<file path="config.mk">
export PLATFORM = sky130hd
export DESIGN_NAME = timer_regs
export DESIGN_NICKNAME = d
export VERILOG_FILES = /design/src/hdl/mem_pkg.sv /design/src/hdl/timer_regs.sv
export SDC_FILE = /design/constraint.sdc
export NUM_CORES = 1
export LEC_CHECK = 0
export ABC_AREA = 1
export BUFFER_PORTS_ARGS = -buffer_cell sky130_fd_sc_hd__buf_2
export CAP_MARGIN = 30
export CORE_AREA = 2 2 149 151
export CTS_BUF_LIST = sky130_fd_sc_hd__clkbuf_4 sky130_fd_sc_hd__clkbuf_8
export DETAILED_ROUTE_END_ITERATION = 12
export DIE_AREA = 0 0 151 153
export PLACE_DENSITY = 0.73
export SLEW_MARGIN = 20
export SYNTH_ARGS = -nofsm -noshare
export SYNTH_HDL_FRONTEND = slang
export SYNTH_SLANG_ARGS = --single-unit
</file>
<file path="constraint.sdc">
create_clock -name clk -period 1.9 [get_ports clk]
set_input_delay 0 -clock clk [delete_from_list [all_inputs] [get_ports clk]]
set_output_delay 0 -clock clk [all_outputs]
set_load 0.005 [all_outputs]
</file>
<file path="src/hdl/mem_pkg.sv">
package mem_pkg;

    typedef logic [31:0] word_t;   // data or instruction word
    typedef logic [31:0] mask_t;   // 1 = bit is written
    typedef logic [31:0] addr_t;   // byte address
    typedef logic [63:0] mtime_t;  // full width of mtime / mtimecmp

    typedef enum logic [1:0] {
        wait_cmd   = 2'd0,
        wait_ready = 2'd1,
        wait_read  = 2'd2
    } arb_state_t;

    // memory map
    localparam addr_t TIMER_BASE    = 32'hf000_0000;
    localparam word_t READ_ALL_ONES = 32'hffff_ffff;

    // timer register select, byte offset / 4
    localparam logic [1:0] TMR_MTIME_LO = 2'd0;
    localparam logic [1:0] TMR_MTIME_HI = 2'd1;
    localparam logic [1:0] TMR_CMP_LO   = 2'd2;
    localparam logic [1:0] TMR_CMP_HI   = 2'd3;

    // masked merge shared by the RAM and the timer registers
    function automatic word_t merge_word(
        input word_t old_word,
        input word_t new_word,
        input mask_t mask
    );
        return (old_word & ~mask) | (new_word & mask);
    endfunction

endpackage

</file>
<file path="src/hdl/timer_regs.sv">
`timescale 1ns/100ps

module timer_regs
    import mem_pkg::*;
(
    input  logic       clk,
    input  logic       rst,
    input  logic       tmr_we,
    input  logic [1:0] tmr_sel,
    input  word_t      tmr_wdata,
    input  mask_t      tmr_mask,
    output word_t      tmr_rdata,
    output logic       timer_irq
);

    mtime_t mtime;
    mtime_t mtimecmp;
    mtime_t mtime_inc;

    assign mtime_inc = mtime + 64'd1;

    always_ff @(posedge clk) begin
        if (rst) begin
            mtime     <= '0;
            mtimecmp  <= '1;  // far future
            timer_irq <= 1'b0;
        end else begin
            mtime     <= mtime_inc;           // free running
            timer_irq <= (mtime >= mtimecmp); // unsigned compare
            if (tmr_we) begin
                // a written half overrides the increment
                case (tmr_sel)
                    TMR_MTIME_LO: mtime[31:0] <= merge_word(mtime_inc[31:0], tmr_wdata, tmr_mask);
                    TMR_MTIME_HI:
                        mtime[63:32] <= merge_word(mtime_inc[63:32], tmr_wdata, tmr_mask);
                    TMR_CMP_LO: mtimecmp[31:0] <= merge_word(mtimecmp[31:0], tmr_wdata, tmr_mask);
                    TMR_CMP_HI:
                        mtimecmp[63:32] <= merge_word(mtimecmp[63:32], tmr_wdata, tmr_mask);
                    default: ;
                endcase
            end
        end
    end

    always_comb begin
        case (tmr_sel)
            TMR_MTIME_LO: tmr_rdata = mtime[31:0];
            TMR_MTIME_HI: tmr_rdata = mtime[63:32];
            TMR_CMP_LO:   tmr_rdata = mtimecmp[31:0];
            default:      tmr_rdata = mtimecmp[63:32];
        endcase
    end

endmodule

</file>
# Word level (Yosys, flattened, before mapping)
# Index checks and enable logic that the tools add are counted.
classes:
  addsub: 1
  magnitude_cmp: 1
  eq_ne: 3
  mux: 4
  bitwise_logic: 10
  reduce_logical: 3
ops:
  columns: ["operator", "n"]
  rows:
  - ["bitwise AND 32 bit", 5]
  - ["OR 32 bit", 4]
  - ["one-hot mux 32 bit (3 select lines)", 1]
  - ["adder 64 x 1 -> 64 bit, second input constant", 1]
  - ["greater-or-equal comparator 64 bit", 1]
  - ["2-to-1 mux 32 bit", 2]
  - ["2-to-1 mux 64 bit", 1]
  - ["NOT 32 bit", 1]
  - ["== test 2 bit, second input constant", 2]
  - ["AND reduction 2 bit", 2]
  - ["== test 2 x 1 -> 1 bit, second input constant", 1]
  - ["zero test 2 bit", 1]
totals:
  register_bits: 129
  input_bits: 69
  out_inout_bits: 33
  elab_cells: 26

# Longest topological paths before layout
# Gate-level depths: netlist of run 1.
depth:
  word_depth: 5
  depth_mapped: 14
  mapped_depth_nobuf: 14

# Least setup slack after synthesis of run 1
# OpenSTA, ideal clock, no wires.
synth_timing:
  path_type: "register to register"
  from: "register mtime[1]"
  to: "register mtime[52]"
  setup_ns: 0.111
  t_arrival_ns: 1.489
  t_required_ns: 1.789
  setup_slack_ns: 0.300
  path_stages_with_launch: 13
  n_path_buf: 0
  period_less_slack_ns: 1.600
  cell_sequence: "dfxtp_1 -> ha_1 -> nand3_1 -> inv_2 -> nand2_4 -> nor2_8 -> nand3_2 -> clkinv_1 -> nand2_1 -> nand2_1 -> nand3_1 -> nand3_1 -> inv_1"
synth_via:
  elab_chain_cells: 5
synth_rtl:
  columns: ["item", "line_no", "rtl"]
  rows:
  - ["start: declaration", "timer_regs.sv:16", "mtime_t mtime;"]
  - ["start signal: assignment", "timer_regs.sv:28", "mtime <= mtime_inc;"]
  - ["start signal: assignment", "timer_regs.sv:33", "TMR_MTIME_LO: mtime[31:0] <= merge_word(mtime_inc[31:0], tmr_wdata, tmr_mask);"]
  - ["adder 64 x 1 -> 64 bit *", "timer_regs.sv:20", "assign mtime_inc = mtime + 64'd1;"]
  - ["bitwise AND 32 bit", "mem_pkg.sv:30", "return (old_word & ~mask) | (new_word & mask);"]
  - ["OR 32 bit", "mem_pkg.sv:30", null]
  - ["2-to-1 mux 32 bit", "timer_regs.sv:32", "case (tmr_sel)"]
  - ["2-to-1 mux 64 bit *", "timer_regs.sv:30", "if (tmr_we) begin"]
# Mark *: on every way between the ends. The rest lies on a longest branch, timed or not.
# A chain may end at the register's enable or synchronous reset.

==> results.py, run 1 <==
metrics = {
    "power_and_ir_drop": {
        "intPower_mw": 4.797,
        "p_leak_nw": 6.514,
        "swShare_pct": 29.64,
        "peakVddDrop_mv": 0.3380,
        "p_sw_mw": 2.021,
        "pwr-share-clk_pct": 40.0,
        "pwr-share-comb_pct": 17.4,
        "p_seq_share_pct": 42.6,
        "p_per_area_nw_per_um2": 534.3,
    },
    "place": {
        "place.gp.congestion": 1.069,
        "dp_hpwl_microns": 28510,
        "io_buffers": 101,
        "place_inst": 1935,
        "place_ws_ps": -88.26,
    },
    "synth": {
        "synthArstFlopShare_pct": 0,
        "yosys-top-cells-area": "dfxtp_1, nand2_1, inv_1",
        "ys.flop_type": "dfxtp_1",
        "yosysSeqAreaShare_pct": 27.06,
        "ys_types": 37,
        "synth-edff-count": 0,
        "synth-seq-cells": 129,
        "synth_cells": 1489,
        "synth_nets": 1623,
        "syn_avg_cell_area_sq_um": 6.409,
        "synth_area_sq_um": 9543,
        "synth_warnings": 0,
        "yosys.area.top_type": "dfxtp_1",
        "synth_top_cell_area_share_pct": 27.06,
    },
    "global_routing": {
        "grt_overflow_total": 0,
        "grt_pass1_vias": 11000,
        "antenna_found_initial": 0,
        "grt_start_max_net_pins": 62,
        "grtUsageTotal_pct": 32.56,
        "grt_first_pass_wirelength_microns": 58170,
    },
    "routing": {
        "viasPerCell": 5.504,
        "vias": 11380,
        "ant_nets": 0,
        "drt-total-wl_microns": 38000,
        "drtIter0Drc": 935,
        "dr.pass1.iters": 5,
        "drc": 0,
        "routedWlPerCell_microns": 18.39,
    },
    "clock_network": {
        "cts_buffers": 17,
        "clock_path_buffers": 2,
        "root_buffer": "clkbuf_8",
        "cts.sinks": 129,
        "tritoncts": "built",
        "path_clk_slew_ps": 90,
        "cts-htree-levels": 4,
        "clk_latency_ps": 470,
    },
    "timing": {
        "hold_viol_final": 0,
        "worstMarginPinSlew_ps": 571.7,
        "setup_ws_ps": 62.84,
        "finClkSkew_ps": 12.65,
        "tns_ps": 0,
        "period_share_pct": 96.69,
        "slew_violations": 0,
        "period_minus_slack_ps": 1837,
        "finalSetupViolations": 0,
        "holdWs_ps": 94.04,
        "slew_headroom_pct": 61.65,
        "max_freq_ghz": 0.5443,
    },
    "critical_path": {
        "path_common_cell": "nand2_1",
        "crit_fanout": 2,
        "required_ps": 2240,
        "endpoint_kind": "register",
        "cp.arrival_ps": 2180,
        "slowest_delay_ps": 340,
        "path_class": "reg2reg",
        "path_cells": "inv_1, ha_1, nand2_1, inv_1, nor2_1, o21a_1, nand2_1, a21oi_1, nand2_1, nand2_1, a21oi_1",
        "critPathSlowestCell": "dfxtp_1",
        "start_kind": "register",
    },
    "min_path": {
        "min-delay-path-class": "in2reg",
    },
    "cells_and_area": {
        "fin_nets": 1908,
        "post-route-util_pct": 59.39,
        "area_growth_pct": 33.71,
        "fill_cells": 2050,
        "final_common_cell": "nand2_1",
        "drive_gt1_share_pct": 20.15,
        "diodes": 0,
        "mostFrequentLayoutCells": "nand2_1, inv_1, nor2_1",
        "fin_cells": 2067,
    },
    "status": {
        "status": "complete, no violations",
    },
    "flow_run": {
        "cap_violations": 0,
    },
    "floorplan": {
        "die_w_microns": 151,
        "die_y_microns": 153,
        "core-area_sq_um": 21490,
        "io_pins": 102,
        "dieArea_sq_um": 23100,
        "start_util_pct": 44.42,
        "rows": 54,
    },
}
[cells in the mapped netlist, types with 4 or more instances]
cell type / count
dfxtp_1: 129
nor2_4: 4
o31ai_1: 8
buf_2: 6
nor2_1: 152
inv_1: 251
nor2_2: 13
ha_1: 65
or2_2: 6
xor2_1: 14
nand2_1: 294
nand2_2: 8
o311ai_0: 6
inv_2: 8
a31oi_1: 4
nand3_1: 78
o22ai_1: 28
clkbuf_1: 37
o21ai_1: 11
a21oi_1: 65
o211ai_1: 84
nor3_1: 24
nand4_1: 25
o21ai_0: 123
o21bai_1: 7
xnor2_1: 15
nand3b_1: 4
[repair_timing]
item	CTS	global route
endpoints found under the setup margin	6	36
setup buffers	0	1
hold buffers	97	0
hold endpoints to repair	128	0
gates resized for setup	8	74
pin swaps	0	6
[cell type report]
class	instances	area (sq um)	area share (%)
multi-input cells	1054	5962	46.73
flip-flops and latches	129	2631	20.62
repair buffers	310	2387	18.71
inverters	262	988.4	7.747
well taps	280	350.3	2.746
clock buffers	19	255.2	2.000
clock inverters	13	185.2	1.451
[power groups by stage]
stage | sequential (mW) | combinational [mW] | clock (mW)
after global placement | 2.96 | 0.973 | 0
after CTS | 2.90 | 1.15 | 2.73
after detailed placement | 2.96 | 0.997 | 0
final | 2.90 | 1.19 | 2.73
after global routing | 2.91 | 1.31 | 2.85
after floorplan | 2.94 | 0.546 | 0
[kinds of logic after synthesis]
group                      synth area share (%)
DFF                                       27.06
adders and majority gates                 8.522
xor gates and xnor gates                  2.662
AOI/OAI and AO/OA                         21.40
buffers and inverters                     12.11
and+or+nand+nor                           28.24
[critical path, delay by kind of cell (launching register included)]
kind            cells  cell delay (ps)
flops               1              340
fa+ha+maj           1              290
compound gates      3              510
buf+inv             2              100
simple gates        5              460
[path summary, 6_finish.rpt]
check | startpoint | to | slack [ps] | cells after the start
max | register | timer_irq$_SDFF_PP0_ | 60 | 11
min | rst | mtime[31]$_SDFF_PP0_ | 90 | 3
max reg2reg | register | timer_irq$_SDFF_PP0_ | 60 | 11
min reg2reg | register | register | 480 | 2
[stage by stage]
stage / total power [mW] / area (sq um)
finish: 6.817 / 12760
global route: 7.068 / 12760
CTS: 6.769 / 12520
detailed placement: 3.956 / 11090
global placement: 3.929 / 11090
floorplan: 3.485 / 9543
[per-layer routing]
metal,vias to the layer above,track usage (%),part of all wire [%]
li1,5512,-,-
met1,5273,42.08,43
met2,503,54.44,47
met3,88,6.239,6.8
met4,0,10.46,3.4
met5,-,0,0
Power figures use the tool's default switching activity.
==> run 2, diff against run 1 <==
--- a/config.mk
+++ b/config.mk
@@ -12,7 +12,7 @@
 export CTS_BUF_LIST = sky130_fd_sc_hd__clkbuf_4 sky130_fd_sc_hd__clkbuf_8
 export DETAILED_ROUTE_END_ITERATION = 12
 export DIE_AREA = 0 0 151 153
-export PLACE_DENSITY = 0.73
+export PLACE_DENSITY = 0.76
 export SLEW_MARGIN = 20
 export SYNTH_ARGS = -nofsm -noshare
 export SYNTH_HDL_FRONTEND = slang
==> constraint.sdc (replaced) <==
create_clock -name clk -period 1.5 [get_ports clk]
set_input_delay 0 -clock clk [delete_from_list [all_inputs] [get_ports clk]]
set_output_delay 0 -clock clk [all_outputs]
set_load 0.005 [all_outputs]
==> run 2 against run 1 <==
  * The run now ends with negative setup slack left
  * Critical endpoint unchanged
  * Sequential power grew 26%
  * Utilization grew 14 points
  * Die area is the same
  * Worst setup slack lost 380 ps
  * Critical path depth shrank 1
  * Wire length grew 17%
  * Highest routed layer unchanged
  * Final cell count grew 7.1%
  * Critical path type unchanged
  * Global-route usage grew 3.5 points
==> results.py, run 2 (synthesis gave the netlist of run 1 again) <==
metrics = {
    "status": {
        "status": "finished with violations",
        "violations": "negative setup slack",
    },
    "timing": {
        "period_minus_slack_ps": 1814,
        "hold_viol_final": 0,
        "rsz0062_at_grt": "true",
        "holdWs_ps": 18.70,
        "finClkSkew_ps": 18.17,
        "finalSetupViolations": 64,
        "setup_ws_ps": -314.4,
        "max_freq_ghz": 0.5511,
        "slew_violations": 0,
        "slew_headroom_pct": 61.08,
        "worstMarginPinSlew_ps": 580.3,
        "period_share_pct": 121.0,
        "tns_ps": -7979,
    },
    "floorplan": {
        "rows": 54,
        "start_util_pct": 44.42,
        "die_w_microns": 151,
        "core-area_sq_um": 21490,
        "die_y_microns": 153,
        "dieArea_sq_um": 23100,
        "io_pins": 102,
    },
    "global_routing": {
        "grt_start_max_net_pins": 62,
        "grtUsageTotal_pct": 36.09,
        "grt_overflow_total": 0,
        "grt_pass1_vias": 12320,
        "antenna_found_initial": 0,
        "grt_first_pass_wirelength_microns": 64540,
    },
    "critical_path": {
        "r2r.worst_path.cells": 10,
        "timing.rr.end": "timer_irq$_SDFF_PP0_",
        "start_kind": "register",
        "required_ps": 1910,
        "rrSetupSlack_ps": -310,
        "worstReg2RegStart": "mtime[4]$_SDFF_PP0_",
        "endpoint_kind": "register",
        "crit_fanout": 4,
        "cp.arrival_ps": 2220,
        "path_class": "reg2reg",
    },
    "clock_network": {
        "path_clk_slew_ps": 80,
        "root_buffer": "clkbuf_8",
        "cts.sinks": 129,
        "cts-htree-levels": 4,
        "cts_buffers": 17,
        "tritoncts": "built",
        "clk_latency_ps": 480,
        "clock_path_buffers": 2,
    },
    "routing": {
        "drc": 0,
        "ant_nets": 0,
        "drtIter0Drc": 1186,
        "vias": 12770,
        "drt-total-wl_microns": 44480,
        "dr.pass1.iters": 7,
        "routedWlPerCell_microns": 20.09,
        "viasPerCell": 5.766,
    },
    "place": {
        "place.gp.congestion": 1.031,
        "place_inst": 2045,
        "dp_hpwl_microns": 29650,
        "io_buffers": 101,
    },
    "cells_and_area": {
        "fin_cells": 2214,
        "post-route-util_pct": 73.34,
        "mostFrequentLayoutCells": "inv_1, nand2_1, buf_4",
        "drive_gt1_share_pct": 42.14,
        "fin_nets": 2055,
        "final-seq-area_sq_um": 2766,
        "area_growth_pct": 65.12,
        "multi_input_area_sq_um": 7401,
        "fill_cells": 1552,
        "diodes": 0,
    },
    "flow_run": {
        "cap_violations": 0,
    },
    "min_path": {
        "hold_start": "rst",
        "hold_depth": 4,
        "min-delay-path-class": "in2reg",
    },
    "power_and_ir_drop": {
        "p_per_area_nw_per_um2": 571.0,
        "p_leak_nw": 8.054,
        "peakVddDrop_mv": 0.4662,
    },
}
## run 2: changes by cell type in the layout (fill, tap and decap cells not counted), sizes merged
cell	change
bufinv	-1
clkinv	-1
dlygate4sd3	-10
clkbuf	+3
clkinvlp	-1
buf	+157
## run 2: area by class of cell
| class | instances | area share [%] |
|---|---|---|
| Multi-Input combinational cell | 1054 | 46.97 |
| Timing Repair Buffer | 457 | 24.01 |
| Sequential cell | 129 | 17.56 |
| Inverter | 262 | 6.495 |
| Tap cell | 280 | 2.223 |
| Clock buffer | 22 | 1.922 |
| Clock inverter | 10 | 0.8258 |
## run 2: stage by stage
step	total power [mW]	area [sq um]	setup slack [ps]
detailed placement	5.123	12000	-575.8
global route	9.303	15760	-398.6
global placement	5.085	12000	-588.1
finish	8.997	15760	-314.4
CTS	8.752	14840	-185.5
floorplan	4.421	9558	24.12
## run 2: how the worst max path moves through the flow
stage                                     from                   end  cells after the start
final                      mtime[4]$_SDFF_PP0_  timer_irq$_SDFF_PP0_                     10
after global routing       mtime[4]$_SDFF_PP0_  timer_irq$_SDFF_PP0_                     10
after CTS                  mtime[0]$_SDFF_PP0_  mtime[58]$_SDFF_PP0_                     11
after detailed placement  mtime[30]$_SDFF_PP0_  mtime[58]$_SDFF_PP0_                     10
after global placement    mtime[30]$_SDFF_PP0_  mtime[58]$_SDFF_PP0_                     10
after floorplan            mtime[1]$_SDFF_PP0_  mtime[52]$_SDFF_PP0_                     12
## run 2: routing by layer
metal	track usage, %	vias up	share of wire [%]
li1	-	5823	-
met1	44.19	5952	38
met2	61.15	790	48
met3	6.836	200	8.8
met4	15.98	0	5.1
met5	0	-	0
## run 2: timing repair
action / in CTS / in global routing
endpoints found under the setup margin: 80 / 89
buffers inserted: 41 / 20
gates resized for setup: 399 / 235
hold buffers: 87 / 0
hold endpoints to repair: 127 / 0
pin swaps: 101 / 107
## run 2: report_power, final
group / total [mW] / internal [mW] / switching, mW
sequential: 3.65 / 3.52 / 0.138
clock: 3.47 / 1.85 / 1.61
combinational: 1.88 / 0.845 / 1.03
## run 2: critical path: stages, from the launching register on
cell	delay (ps)
dfxtp_2	350
buf_4	150
ha_1	280
nand2_1	90
nor2_2	210
nand4_1	170
nor2_2	210
nor2_1	60
nand2_1	60
nand2_1	60
a21oi_2	100
