$ cat src/hdl/mem_pkg.sv
package mem_pkg;

    typedef logic [31:0] word_t;   // data or instruction word
    typedef logic [31:0] mask_t;   // 1 = bit is written
    typedef logic [31:0] addr_t;   // byte address
    typedef logic [63:0] mtime_t;  // full width of mtime / mtimecmp

    typedef enum logic [1:0] {
        wait_cmd   = 2'd0,
        wait_ready = 2'd1,
        wait_read  = 2'd2
    } arb_state_t;

    // memory map
    localparam addr_t TIMER_BASE    = 32'hf000_0000;
    localparam word_t READ_ALL_ONES = 32'hffff_ffff;

    // timer register select, byte offset / 4
    localparam logic [1:0] TMR_MTIME_LO = 2'd0;
    localparam logic [1:0] TMR_MTIME_HI = 2'd1;
    localparam logic [1:0] TMR_CMP_LO   = 2'd2;
    localparam logic [1:0] TMR_CMP_HI   = 2'd3;

    // masked merge shared by the RAM and the timer registers
    function automatic word_t merge_word(
        input word_t old_word,
        input word_t new_word,
        input mask_t mask
    );
        return (old_word & ~mask) | (new_word & mask);
    endfunction

endpackage

$ cat src/hdl/mem_arbiter.sv
`timescale 1ns/100ps

module mem_arbiter
    import mem_pkg::*;
(
    input  logic  clk,
    input  logic  rst,
    input  logic  exited,

    // fetch channel
    input  logic  inst_start,
    output logic  inst_ready,
    input  addr_t i_addr,
    output word_t inst,
    output logic  inst_valid,

    // data channel
    input  logic  d_cmd_start,
    input  logic  d_cmd_write,
    output logic  d_cmd_ready,
    input  addr_t d_addr,
    input  word_t wdata,
    input  mask_t wmask,
    output word_t rdata,
    output logic  rdata_valid,

    // shared memory port
    output logic  mem_cmd_start,
    output logic  mem_cmd_write,
    input  logic  mem_cmd_ready,
    output addr_t mem_addr,
    output word_t mem_wdata,
    output mask_t mem_wmask,
    input  word_t mem_rdata,
    input  logic  mem_rdata_valid
);

    arb_state_t state;
    logic       cmd_is_inst;   // command in flight is the fetch
    logic       save_d_start;  // a data command is waiting behind the fetch

    // commands saved in wait_cmd
    addr_t save_i_addr;
    logic  save_d_write;
    addr_t save_d_addr;
    word_t save_wdata;
    mask_t save_wmask;

    word_t inst_q;
    word_t rdata_q;

    logic  issue;
    logic  inst_done;
    logic  data_done;

    // both channels see the same ready
    assign inst_ready  = (state == wait_cmd);
    assign d_cmd_ready = (state == wait_cmd);

    always_comb begin
        issue         = 1'b0;
        mem_cmd_write = 1'b0;
        mem_addr      = save_d_addr;
        mem_wdata     = save_wdata;
        mem_wmask     = save_wmask;
        case (state)
            wait_cmd: begin
                issue         = mem_cmd_ready && (inst_start || d_cmd_start);
                mem_cmd_write = !inst_start && d_cmd_write;  // fetch goes first
                mem_addr      = inst_start ? i_addr : d_addr;
                mem_wdata     = wdata;
                mem_wmask     = wmask;
            end
            wait_ready: begin
                issue         = mem_cmd_ready;
                mem_cmd_write = !cmd_is_inst && save_d_write;
                mem_addr      = cmd_is_inst ? save_i_addr : save_d_addr;
            end
            wait_read: begin
                // data command follows right as the fetch word returns
                issue         = mem_rdata_valid && cmd_is_inst && save_d_start;
                mem_cmd_write = save_d_write;
            end
            default: ;
        endcase
    end

    assign mem_cmd_start = issue && !exited;  // frozen while exited

    assign inst_done = !exited && (state == wait_read) && mem_rdata_valid && cmd_is_inst;
    assign data_done = !exited && (state == wait_read) && mem_rdata_valid && !cmd_is_inst;

    assign inst_valid  = inst_done;
    assign rdata_valid = data_done;

    // new word shows in the pulse cycle, then the held copy
    assign inst  = inst_done ? mem_rdata : inst_q;
    assign rdata = data_done ? mem_rdata : rdata_q;

    always_ff @(posedge clk) begin
        if (rst) begin
            state        <= wait_cmd;
            cmd_is_inst  <= 1'b0;
            save_d_start <= 1'b0;
            inst_q       <= READ_ALL_ONES;
            rdata_q      <= READ_ALL_ONES;
        end else if (!exited) begin
            case (state)
                wait_cmd: begin
                    if (inst_start || d_cmd_start) begin
                        cmd_is_inst  <= inst_start;
                        save_d_start <= d_cmd_start;
                        if (!mem_cmd_ready)
                            state <= wait_ready;
                        else if (inst_start || !d_cmd_write)
                            state <= wait_read;  // lone write stays here
                    end
                end
                wait_ready: begin
                    if (mem_cmd_ready)
                        state <= (cmd_is_inst || !save_d_write) ? wait_read : wait_cmd;
                end
                wait_read: begin
                    if (mem_rdata_valid) begin
                        if (cmd_is_inst) begin
                            inst_q <= mem_rdata;
                            if (save_d_start) begin
                                cmd_is_inst <= 1'b0;
                                if (!mem_cmd_ready)
                                    state <= wait_ready;
                                else if (save_d_write)
                                    state <= wait_cmd;
                                // a data read keeps us in wait_read
                            end else begin
                                state <= wait_cmd;
                            end
                        end else begin
                            rdata_q <= mem_rdata;
                            state   <= wait_cmd;
                        end
                    end
                end
                default: state <= wait_cmd;
            endcase
        end
    end

    // payload capture, no reset needed
    always_ff @(posedge clk) begin
        if (!exited && state == wait_cmd) begin
            save_i_addr  <= i_addr;
            save_d_write <= d_cmd_write;
            save_d_addr  <= d_addr;
            save_wdata   <= wdata;
            save_wmask   <= wmask;
        end
    end

endmodule

$ cat config.mk
export PLATFORM = sky130hd
export DESIGN_NAME = mem_arbiter
export DESIGN_NICKNAME = d
export VERILOG_FILES = /design/src/hdl/mem_pkg.sv /design/src/hdl/mem_arbiter.sv
export SDC_FILE = /design/constraint.sdc
export NUM_CORES = 1
export LEC_CHECK = 0
export BUFFER_PORTS_ARGS = -buffer_cell sky130_fd_sc_hd__buf_4
export CAP_MARGIN = 20
export CORE_ASPECT_RATIO = 0.7
export CORE_UTILIZATION = 40
export CTS_BUF_LIST = sky130_fd_sc_hd__clkbuf_16
export DETAILED_ROUTE_END_ITERATION = 10
export GPL_ROUTABILITY_DRIVEN = 1
export PLACE_DENSITY_LB_ADDON = 0.12
export SLEW_MARGIN = 20
export SYNTH_ARGS = -nofsm -noshare
export SYNTH_HDL_FRONTEND = slang
export SYNTH_SLANG_ARGS = --single-unit
export TNS_END_PERCENT = 100
$ cat constraint.sdc
create_clock -name clk -period 20 [get_ports clk]
set_input_delay 2 -clock clk [delete_from_list [all_inputs] [get_ports clk]]
set_output_delay 2 -clock clk [all_outputs]
set_load 0.03 [all_outputs]
# Yosys cells after proc, flatten, opt, wreduce, memory -nomap -nowiden
# Cells that the tools add are included.
[totals] register_bits=197 wordCells=70 out_inout_bits=166
[op_classes] muxes=25 reduce_logical=26 bitwise=2 n_eq_ne=7
[op_table] operator="2-to-1 mux 32 bit" n=6
[op_table] operator="one-hot mux 32 bit (2 select lines)" n=1
[op_table] operator="2-to-1 mux 2 bit" n=10
[op_table] operator="AND reduction 4 bit" n=3
[op_table] operator="logical AND 1 bit" n=11
[op_table] operator="one-hot mux 1 bit (3 select lines)" n=2
[op_table] operator="one-hot mux 2 bit (3 select lines)" n=1
[op_table] operator="AND reduction 6 bit" n=1
[op_table] operator="zero test 1 bit" n=5
[op_table] operator="inequality test 5 bit (second input constant)" n=1
[op_table] operator="2-to-1 mux 1 bit" n=4
[op_table] operator="inequality test 2 bit (second input constant)" n=2
[op_table] operator="logical OR 1 bit" n=3
[op_table] operator="inequality test 3 x 2 -> 1 bit (second input constant)" n=1
[op_table] operator="AND reduction 3 bit" n=1
[op_table] operator="== test 2 x 1 -> 1 bit (second input constant)" n=1
[op_table] operator="== test 2 bit (second input constant)" n=1
[op_table] operator="zero test 2 bit" n=1
[op_table] operator="inequality test 2 x 1 -> 1 bit (second input constant)" n=1
[op_table] operator="NOT 1 bit" n=2
[op_table] operator="one-hot mux 1 bit (2 select lines)" n=1
[op_table] operator="nonzero test 2 bit" n=1

# Depth between registers and ports, before layout
# Gate-level depths: netlist (run 1).
[logic_depth] depth_word=6 depth_mapped=6 ltp_nobuf=4

# Least setup slack after synthesis (run 1)
# OpenSTA, ideal clock, no wires.
[synth_path] path_type="input port to flip-flop" start="input port exited" end="register save_d_start" path_stages=4 arrival_time_ns=12.010 path_buffers=1 setup_time_ns=0.096 setup_slack_ns=7.894 required_ns=19.904 cell_sequence="clkbuf_1 nor3_1 a22oi_1 nor2_1"
[synth_via] elab_chain_len=2
[synth_rtl] element="start, declared" line="mem_arbiter.sv:8" source="input logic exited,"
[synth_rtl] element="NOT 1 bit (no source line)"
[synth_rtl] element="AND reduction 3 bit (no source line)"
[synth_rtl] element="end signal, assigned" line="mem_arbiter.sv:112" source="save_d_start <= d_cmd_start;"
[synth_rtl] element="end, declared" line="mem_arbiter.sv:40" source="logic save_d_start;"
# No other way between the ends.
# A chain may end at the register's enable or synchronous reset.

# Worst setup path in the final report (run 1)
[layout_path] start="input port mem_rdata_valid" end="output port rdata[27]"
[layout_via] elab_chain_len=3
[layout_rtl] element="start, declared" line="mem_arbiter.sv:35" source="input logic mem_rdata_valid"
[layout_rtl] element="logical AND 1 bit (2 in a row)" line="mem_arbiter.sv:91" source="assign data_done = !exited && (state == wait_read) && mem_rdata_valid && !cmd_is_inst;"
[layout_rtl] element="2-to-1 mux 32 bit" line="mem_arbiter.sv:98" source="assign rdata = data_done ? mem_rdata : rdata_q;"
[layout_rtl] element="end, declared" line="mem_arbiter.sv:24" source="output word_t rdata,"
# No other way between the ends.

==> results.json, run 1 <==
{
  "layout.nets": 1085,
  "most_common_cell_after_layout_fill_and_taps_aside": "sky130_fd_sc_hd__buf_4",
  "synth_edf_count": 129,
  "power.ir.vdd_worst_v": 0.00005666,
  "highest_layer": "met4",
  "detailed_place.area_sq_um": 11270,
  "grt_antenna_before_repair": 0,
  "clk_path_buf_depth": 2,
  "cts_root_buffer": "sky130_fd_sc_hd__clkbuf_16",
  "power.total_mw": 1.022,
  "ys.warnings.count": 0,
  "cts_buffers": 17,
  "tritoncts": "built",
  "synth.net_count": 772,
  "fmax_ghz": 0.1790,
  "drive_above_1_share_pct": 57.74,
  "cts_h_tree_depth": 4,
  "routedWlPerCell_um": 19.07,
  "slowest_delay_ns": 0.77,
  "p_per_area_nw_per_um2": 86.20,
  "syn_to_final_growth_pct": 38.34,
  "synth_top_cell_by_area": "sky130_fd_sc_hd__edfxtp_1",
  "synth-seq-cells": 197,
  "first_global_vias": 6331,
  "result_of_the_run": "complete, no violations",
  "grt_setup_unrepaired": "no",
  "detailed_routing_wirelength_on_met1_um": 9508,
  "post-dp-hpwl_um": 15720,
  "fin_worst_skew_ns": 0.01161,
  "holdCritPathClass": "reg -> reg",
  "yosysSeqAreaShare_pct": 61.06,
  "grt.total_usage_pct": 21.10,
  "tightest_pin_transition_ns": 1.098,
  "async_reset_ff_share_pct": 0,
  "grt_pass1_wl_um": 35850,
  "cts-hold-fix-buffers": 0,
  "synthesis.instances": 604,
  "critical_path.slowest_cell": "sky130_fd_sc_hd__or4_4",
  "antenna_violating_nets_remaining": 0,
  "number_of_gates_resized_after_cts": 0,
  "clock_latency_ns": 0.44,
  "boundaryPins": 334,
  "floorplan.rows": 44,
  "fp.coreArea_sq_um": 20870,
  "finalHoldViolCount": 0,
  "cts_num_sinks": 197,
  "final_min_period_over_clock_period_pct": 27.93,
  "slew_viol_final": 0,
  "drt_pass1_iterations": 5,
  "fin_crit_ns": 5.586,
  "final_core_utilization_pct": 56.84,
  "finalSetupViolations": 0,
  "route.met2.wl_um": 11260,
  "cp-end-kind": "output port",
  "mostFrequentLayoutCells": "339 x sky130_fd_sc_hd__buf_4, 129 x sky130_fd_sc_hd__edfxtp_1, 99 x sky130_fd_sc_hd__mux2_2",
  "diodes": 0,
  "clk_pin_slew_worst_paths_ns": 0.07,
  "cp_data_arrival_time_ns": 3.59,
  "timing.critical_path.max_delay_family": "simple AND/OR/NAND/NOR gates",
  "grt_start_max_net_pins": 82,
  "routed_wl_um": 23000,
  "synth.distinct_cells": 34,
  "timing.setup.critical_path_class": "in -> out",
  "routed-wl-met3_um": 1989,
  "grt_remaining_overflow": 0,
  "die_h_um": 124.5,
  "yosys-top-cells-area": "sky130_fd_sc_hd__edfxtp_1 45%, sky130_fd_sc_hd__dfxtp_1 16%, sky130_fd_sc_hd__mux2_2 13%, sky130_fd_sc_hd__mux2_4 5.1%, sky130_fd_sc_hd__mux2i_1 3.9%",
  "drc": 0,
  "maxCapViolations": 0,
  "vias_per_cell": 5.151,
  "synth_area_per_cell_sq_um": 14.19,
  "critical_path.max_fanout": 33,
  "fin_tns_setup_ns": 0,
  "number_of_drc_markers_in_iteration_0": 362,
  "globalplace.congestion": 0.8088,
  "crit_path_cell_chain": "buf_4 -> nand2_1 -> or4_4 -> mux2_4 -> buf_4",
  "post-cts-setup-buffer-count": 0,
  "layout.cell_area.non_filler_sq_um": 11860,
  "cellLeakagePower_nw": 4.768,
  "numPortBuffers": 333,
  "floorplan.die.width_um": 177.0,
  "starting_density_of_the_core_pct": 41.09,
  "crit_buf_inv": 2,
  "path_common_cell": "sky130_fd_sc_hd__buf_4",
  "synth.top_cell.area_share_pct": 45.18,
  "fp.dieArea_sq_um": 22030,
  "detailroute.via_count": 6212,
  "critical_path_required_ns": 18.00,
  "startpoint_type": "primary input",
  "max-slew-margin-rel_pct": 26.80,
  "ys_dominant_reg_cell": "sky130_fd_sc_hd__edfxtp_1",
  "netlist_area_sq_um": 8573
}
[per-stage QoR]
stage          std cells  hold WS [ns]  setup WS (ns)
2_1_floorplan        604        0.5095          7.894
3_3_place_gp        1173        0.5387          14.49
3_5_place_dp        1173        0.5354          14.44
4_1_cts             1205        0.5571          14.44
6_report            1206        0.5543          14.41
5_1_grt             1206        0.5705          14.37
[sequential cells by signal, summed over array words and instances, names as in the netlist]
name          cells
cmd_is_inst       1
inst_q           32
rdata_q          32
save_d_addr      32
save_d_start      1
save_d_write      1
save_i_addr      32
save_wdata       32
save_wmask       32
state             2
[final cells by class]
cell class              count  area (sq um)
inverters                   3         12.51
flip-flops and latches    197          5236
repair buffers            340          2572
well taps                 276         345.3
multi-input cells         358          3129
fillers                  1713          9005
clock inverters            15         138.9
clock buffers              17         425.4
[cells by family (layout without fill, tap and decap cells)]
family | Yosys count | after routing | share of synthesized area, %
AO/OA/AOI/OAI | 78 | 78 | 6.640
AND/OR/NAND/NOR | 119 | 119 | 7.676
buffers and inverters | 49 | 375 | 2.685
multiplexers | 161 | 161 | 21.94
flip-flops | 197 | 197 | 61.06
[Yosys cell counts, types with 3 or more instances]
master                     instances
sky130_fd_sc_hd__clkbuf_1         34
sky130_fd_sc_hd__mux2_2           99
sky130_fd_sc_hd__buf_6             5
sky130_fd_sc_hd__edfxtp_1        129
sky130_fd_sc_hd__nor2_1           37
sky130_fd_sc_hd__a21oi_1           5
sky130_fd_sc_hd__dfxtp_1          68
sky130_fd_sc_hd__mux2_4           29
sky130_fd_sc_hd__nand2_1           6
sky130_fd_sc_hd__or2_1            29
sky130_fd_sc_hd__o21ai_0           3
sky130_fd_sc_hd__or2_2            36
sky130_fd_sc_hd__a221oi_1         32
sky130_fd_sc_hd__buf_2             4
sky130_fd_sc_hd__mux2i_1          33
sky130_fd_sc_hd__o22ai_1          32
[report_power, final]
part	internal, mW	switching, mW
clock network	0.183	0.151
logic	0.0917	0.125
registers	0.461	0.0104
total	0.735	0.287
[worst min-delay path: stages (launching register included)]
cell and delay [ns]:
sky130_fd_sc_hd__dfxtp_1 0.31, sky130_fd_sc_hd__mux2_4 0.14, sky130_fd_sc_hd__or2_1 0.08
[path summary, 6_finish.rpt]
check | from | to | slack (ns) | cells after the start
worst max-delay path | mem_rdata_valid | rdata[27] | 14.41 | 5
worst min-delay path | rdata_q[25] | rdata_q[25] | 0.55 | 2
worst max register to register | state[0] | save_wdata[29] | 17.10 | 3
worst min register to register | rdata_q[25] | rdata_q[25] | 0.55 | 2
[per-layer routing]
| layer | up-vias | GRT usage (%) |
|---|---|---|
| li1 | 2904 | - |
| met3 | 14 | 7.418 |
| met5 | - | 0 |
| met2 | 249 | 34.74 |
| met4 | 0 | 5.122 |
| met1 | 3045 | 26.25 |
(Power assumes the default switching activity.)
==> inputs of run 2 (changes only) <==
clock period = 4.6 ns   (was 20 ns; I/O delays follow)
==> results.json, run 2 (synthesized netlist as in run 1, its figures left out) <==
{
  "maxCapViolations": 0,
  "cellLeakagePower_nw": 4.796,
  "cp-end-kind": "output port",
  "numPortBuffers": 333,
  "worst_slack_ns": 1.126,
  "routed_wl_um": 22760,
  "critical_path.startpoint": "cmd_is_inst",
  "drt_pass1_iterations": 5,
  "routedWlPerCell_um": 18.86,
  "clk_path_buf_depth": 2,
  "critical_path.slowest_cell": "sky130_fd_sc_hd__dfxtp_1",
  "antenna_violating_nets_remaining": 0,
  "final_min_period_over_clock_period_pct": 75.52,
  "layout.nets": 1086,
  "fp.coreArea_sq_um": 20870,
  "path_common_cell": "sky130_fd_sc_hd__buf_4",
  "cts_root_buffer": "sky130_fd_sc_hd__clkbuf_16",
  "drc": 0,
  "place.detailed.instances": 1174,
  "startpoint_type": "register",
  "cts-hold-fix-buffers": 0,
  "die_h_um": 124.5,
  "clock_latency_ns": 0.44,
  "tritoncts": "built",
  "grt_pass1_wl_um": 35660,
  "post-cts-setup-buffer-count": 0,
  "result_of_the_run": "complete, no violations",
  "syn_to_final_growth_pct": 39.24,
  "max-slew-margin-rel_pct": 31.64,
  "mostFrequentLayoutCells": "339 x sky130_fd_sc_hd__buf_4, 129 x sky130_fd_sc_hd__edfxtp_1, 99 x sky130_fd_sc_hd__mux2_2",
  "grt.total_usage_pct": 21.01,
  "r2r_start": "state[0]",
  "hold_slack_ns": 0.2011,
  "drive_above_1_share_pct": 58.32,
  "number_of_drc_markers_in_iteration_0": 385,
  "detailroute.via_count": 6183,
  "power.ir.vdd_worst_v": 0.0002600,
  "fmax_ghz": 0.2879,
  "timing.critical_path.max_delay_family": "flip-flops",
  "cp_data_arrival_time_ns": 3.01,
  "grt_antenna_before_repair": 0,
  "grt_start_max_net_pins": 84,
  "vias_per_cell": 5.123,
  "floorplan.rows": 44,
  "floorplan.die.width_um": 177.0,
  "cts_num_sinks": 197,
  "boundaryPins": 334,
  "number_of_gates_resized_after_cts": 0,
  "finalSetupViolations": 0,
  "fin_worst_skew_ns": 0.007040,
  "grt_setup_unrepaired": "no",
  "first_global_vias": 6477,
  "tightest_pin_transition_ns": 1.025,
  "finalHoldViolCount": 0,
  "critical_path.max_fanout": 23,
  "final_cell_count_no_fill": 1207,
  "fin_crit_ns": 3.474,
  "post-place-ws_ns": 1.602,
  "timing.setup.critical_path_class": "reg -> out",
  "crit_buf_inv": 2,
  "cts_buffers": 17,
  "critical_path_required_ns": 4.14,
  "starting_density_of_the_core_pct": 41.09,
  "cts_h_tree_depth": 4,
  "fp.dieArea_sq_um": 22030,
  "crit_path_cell_chain": "nand2_1 -> buf_4 -> o22ai_1 -> a221oi_1 -> buf_4",
  "slew_viol_final": 0,
  "hold_path.startpoint": "wmask[20]",
  "holdCritPathClass": "in -> reg",
  "post-dp-hpwl_um": 15720,
  "slowest_delay_ns": 0.92,
  "globalplace.congestion": 0.7912,
  "grt_remaining_overflow": 0,
  "diodes": 0,
  "n_fill_cell": 1715,
  "clk_pin_slew_worst_paths_ns": 0.08,
  "most_common_cell_after_layout_fill_and_taps_aside": "sky130_fd_sc_hd__buf_4",
  "fin_tns_setup_ns": 0,
  "p_per_area_nw_per_um2": 382.7
}
[run 2: changes by cell type in the layout (fill, tap and decap cells not counted), sizes merged]
| cell | previous run | this run |
|---|---|---|
| buf | 340 | 341 |
| bufinv | 2 | 3 |
| clkinv | 7 | 5 |
| inv | 7 | 8 |
[run 2: final timing paths]
path                                        to  cells after the start  slack [ns]
worst min-delay path            save_wmask[20]                      1        0.20
worst max register to register      rdata_q[1]                      3        2.04
worst min register to register     rdata_q[25]                      2        0.56
worst max-delay path              mem_addr[22]                      5        1.13
[run 2: worst reg2reg max path: cells and delay by family, from the launching register on]
family | cells | cell delay, ns
and+or+nand+nor | 2 | 1.01
DFF | 1 | 1.01
muxes | 1 | 0.44
[run 2: per-layer routing]
metal  global-route usage (%)  vias to the layer above  wire length (um)
met5                        0                        -                 0
met4                    5.578                        0               302
met3                    6.716                       18              1826
met2                    34.10                      269             11190
met1                    26.83                     2999              9448
li1                         -                     2897                 -
[run 2: cell type report]
class / instances / area, sq um / share of cell area (%)
repair buffers: 341 / 2592 / 21.72
inverters: 3 / 11.26 / 0.09433
well taps: 276 / 345.3 / 2.893
flip-flops and latches: 197 / 5236 / 43.86
clock inverters: 15 / 191.4 / 1.604
clock buffers: 17 / 425.4 / 3.564
multi-input cells: 358 / 3136 / 26.27
[run 2: power breakdown]
group	total (mW)	internal, mW	switching (mW)	leakage (nW)
Sequential	2.05	2.00	0.0503	1.79
Combinational	0.939	0.402	0.537	2.71
Clock	1.58	0.871	0.708	0.297
[run 2: metrics by stage]
| step | util, % | instance area [sq um] | power (mW) |
|---|---|---|---|
| after floorplan | - | 8584 | 2.633 |
| after global placement | 54.13 | 11290 | 3.012 |
| after detailed placement | 54.13 | 11290 | 3.028 |
| after CTS | 57.08 | 11910 | 4.607 |
| after global routing | 57.21 | 11940 | 4.741 |
| final | 57.21 | 11940 | 4.569 |
==> inputs of run 3 (changes only) <==
clock period = 3.6 ns   (was 4.6 ns; I/O delays follow)
==> results.json, run 3 (synthesized netlist as in run 1, its figures left out) <==
{
  "cts-hold-fix-buffers": 0,
  "cellLeakagePower_nw": 4.816,
  "grt_remaining_overflow": 0,
  "routed_wl_um": 23470,
  "grt.total_usage_pct": 21.47,
  "clk_path_buf_depth": 2,
  "boundaryPins": 334,
  "place.detailed.instances": 1176,
  "holdCritPathClass": "in -> reg",
  "first_global_vias": 6574,
  "post-dp-hpwl_um": 16630,
  "cts_root_buffer": "sky130_fd_sc_hd__clkbuf_16",
  "cts_buffers": 17,
  "startpoint_type": "register",
  "drc": 0,
  "critical_path.max_fanout": 21,
  "layout.nets": 1087,
  "grt_antenna_before_repair": 0,
  "fp.dieArea_sq_um": 22030,
  "grt_pass1_wl_um": 36540,
  "fin_tns_setup_ns": 0,
  "mostFrequentLayoutCells": "340 x sky130_fd_sc_hd__buf_4, 129 x sky130_fd_sc_hd__edfxtp_1, 99 x sky130_fd_sc_hd__mux2_2",
  "most_common_cell_after_layout_fill_and_taps_aside": "sky130_fd_sc_hd__buf_4",
  "post-cts-setup-buffer-count": 0,
  "grt_setup_unrepaired": "no",
  "clk_pin_slew_worst_paths_ns": 0.08,
  "p_per_area_nw_per_um2": 483.3,
  "path_common_cell": "sky130_fd_sc_hd__buf_4",
  "slowest_delay_ns": 0.85,
  "floorplan.die.width_um": 177.0,
  "antenna_violating_nets_remaining": 0,
  "timing.setup.critical_path_class": "reg -> out",
  "clock_latency_ns": 0.44,
  "cp-end-kind": "output port",
  "n_fill_cell": 1757,
  "final_cell_count_no_fill": 1208,
  "cts_num_sinks": 197,
  "cp_data_arrival_time_ns": 2.86,
  "fp.coreArea_sq_um": 20870,
  "max-slew-margin-rel_pct": 31.35,
  "cts_h_tree_depth": 4,
  "timing.critical_path.max_delay_family": "flip-flops",
  "crit_buf_inv": 2,
  "finalHoldViolCount": 0,
  "die_h_um": 124.5,
  "power.ir.vdd_worst_v": 0.0002905,
  "critical_path.slowest_cell": "sky130_fd_sc_hd__dfxtp_1",
  "starting_density_of_the_core_pct": 41.09,
  "diodes": 0,
  "detailed_place.area_sq_um": 11320,
  "crit_path_cell_chain": "nand2_1 -> buf_4 -> o22ai_1 -> a221oi_1 -> buf_4",
  "fmax_ghz": 0.3103,
  "tritoncts": "built",
  "numPortBuffers": 333,
  "number_of_gates_resized_after_cts": 0,
  "result_of_the_run": "complete, no violations",
  "slew_viol_final": 0,
  "detailroute.via_count": 6311,
  "hold_slack_ns": 0.09836,
  "routedWlPerCell_um": 19.43,
  "number_of_drc_markers_in_iteration_0": 408,
  "floorplan.rows": 44,
  "tightest_pin_transition_ns": 1.030,
  "layout.cell_area.non_filler_sq_um": 11940,
  "fin_crit_ns": 3.223,
  "fin_worst_skew_ns": 0.01508,
  "final_min_period_over_clock_period_pct": 89.52,
  "vias_per_cell": 5.224,
  "grt_start_max_net_pins": 107,
  "finalSetupViolations": 0,
  "syn_to_final_growth_pct": 39.21,
  "drt_pass1_iterations": 5,
  "maxCapViolations": 0,
  "critical_path_required_ns": 3.24,
  "drive_above_1_share_pct": 58.26,
  "globalplace.congestion": 0.8581
}
-- run 3: metrics by stage --
step / utilization (%) / power, mW / setup slack (ns)
2_1_floorplan: - / 3.367 / -0.6239
3_3_place_gp: 54.26 / 3.863 / 0.9123
3_5_place_dp: 54.26 / 3.882 / 0.8512
4_1_cts: 57.20 / 5.825 / 0.3858
5_1_grt: 57.20 / 5.982 / 0.1574
6_report: 57.20 / 5.768 / 0.3775
-- run 3: cell type report --
type                            instances  area [sq um]  area share (%)
Inverter                                3         11.26         0.09435
Clock inverter                         10         62.56          0.5242
Clock buffer                           22         550.5           4.613
Timing Repair Buffer                  342          2592           21.72
Tap cell                              276         345.3           2.893
Multi-Input combinational cell        358          3136           26.27
Sequential cell                       197          5238           43.88
-- run 3: power breakdown --
group	switching (mW)	internal, mW	leakage [nW]	total, mW
sequential	0.0647	2.56	1.79	2.62
clock	0.848	1.09	0.315	1.94
combinational	0.692	0.514	2.71	1.21
total	1.60	4.16	4.82	5.77
-- run 3: worst paths after layout --
check / cells past startpoint / endpoint / startpoint / slack, ns
max reg2reg: 3 / rdata_q[1] / state[0] / 1.03
min reg2reg: 2 / rdata_q[26] / rdata_q[26] / 0.56
max: 5 / mem_addr[5] / cmd_is_inst / 0.38
min: 1 / save_wdata[21] / wdata[21] / 0.1
-- run 3: worst reg2reg max path: cells and delay by family, from the launching register on --
kind          cells  cell delay (ns)
mux               1             0.44
flops             1             1.01
simple gates      2             1.02
-- run 3: per-layer routing --
layer / GRT usage, % / up-vias / wire length, um
li1: - / 2912 / -
met5: 0 / - / 0
met4: 6.237 / 0 / 372
met3: 6.532 / 24 / 1833
met2: 34.79 / 234 / 11540
met1: 27.49 / 3141 / 9720
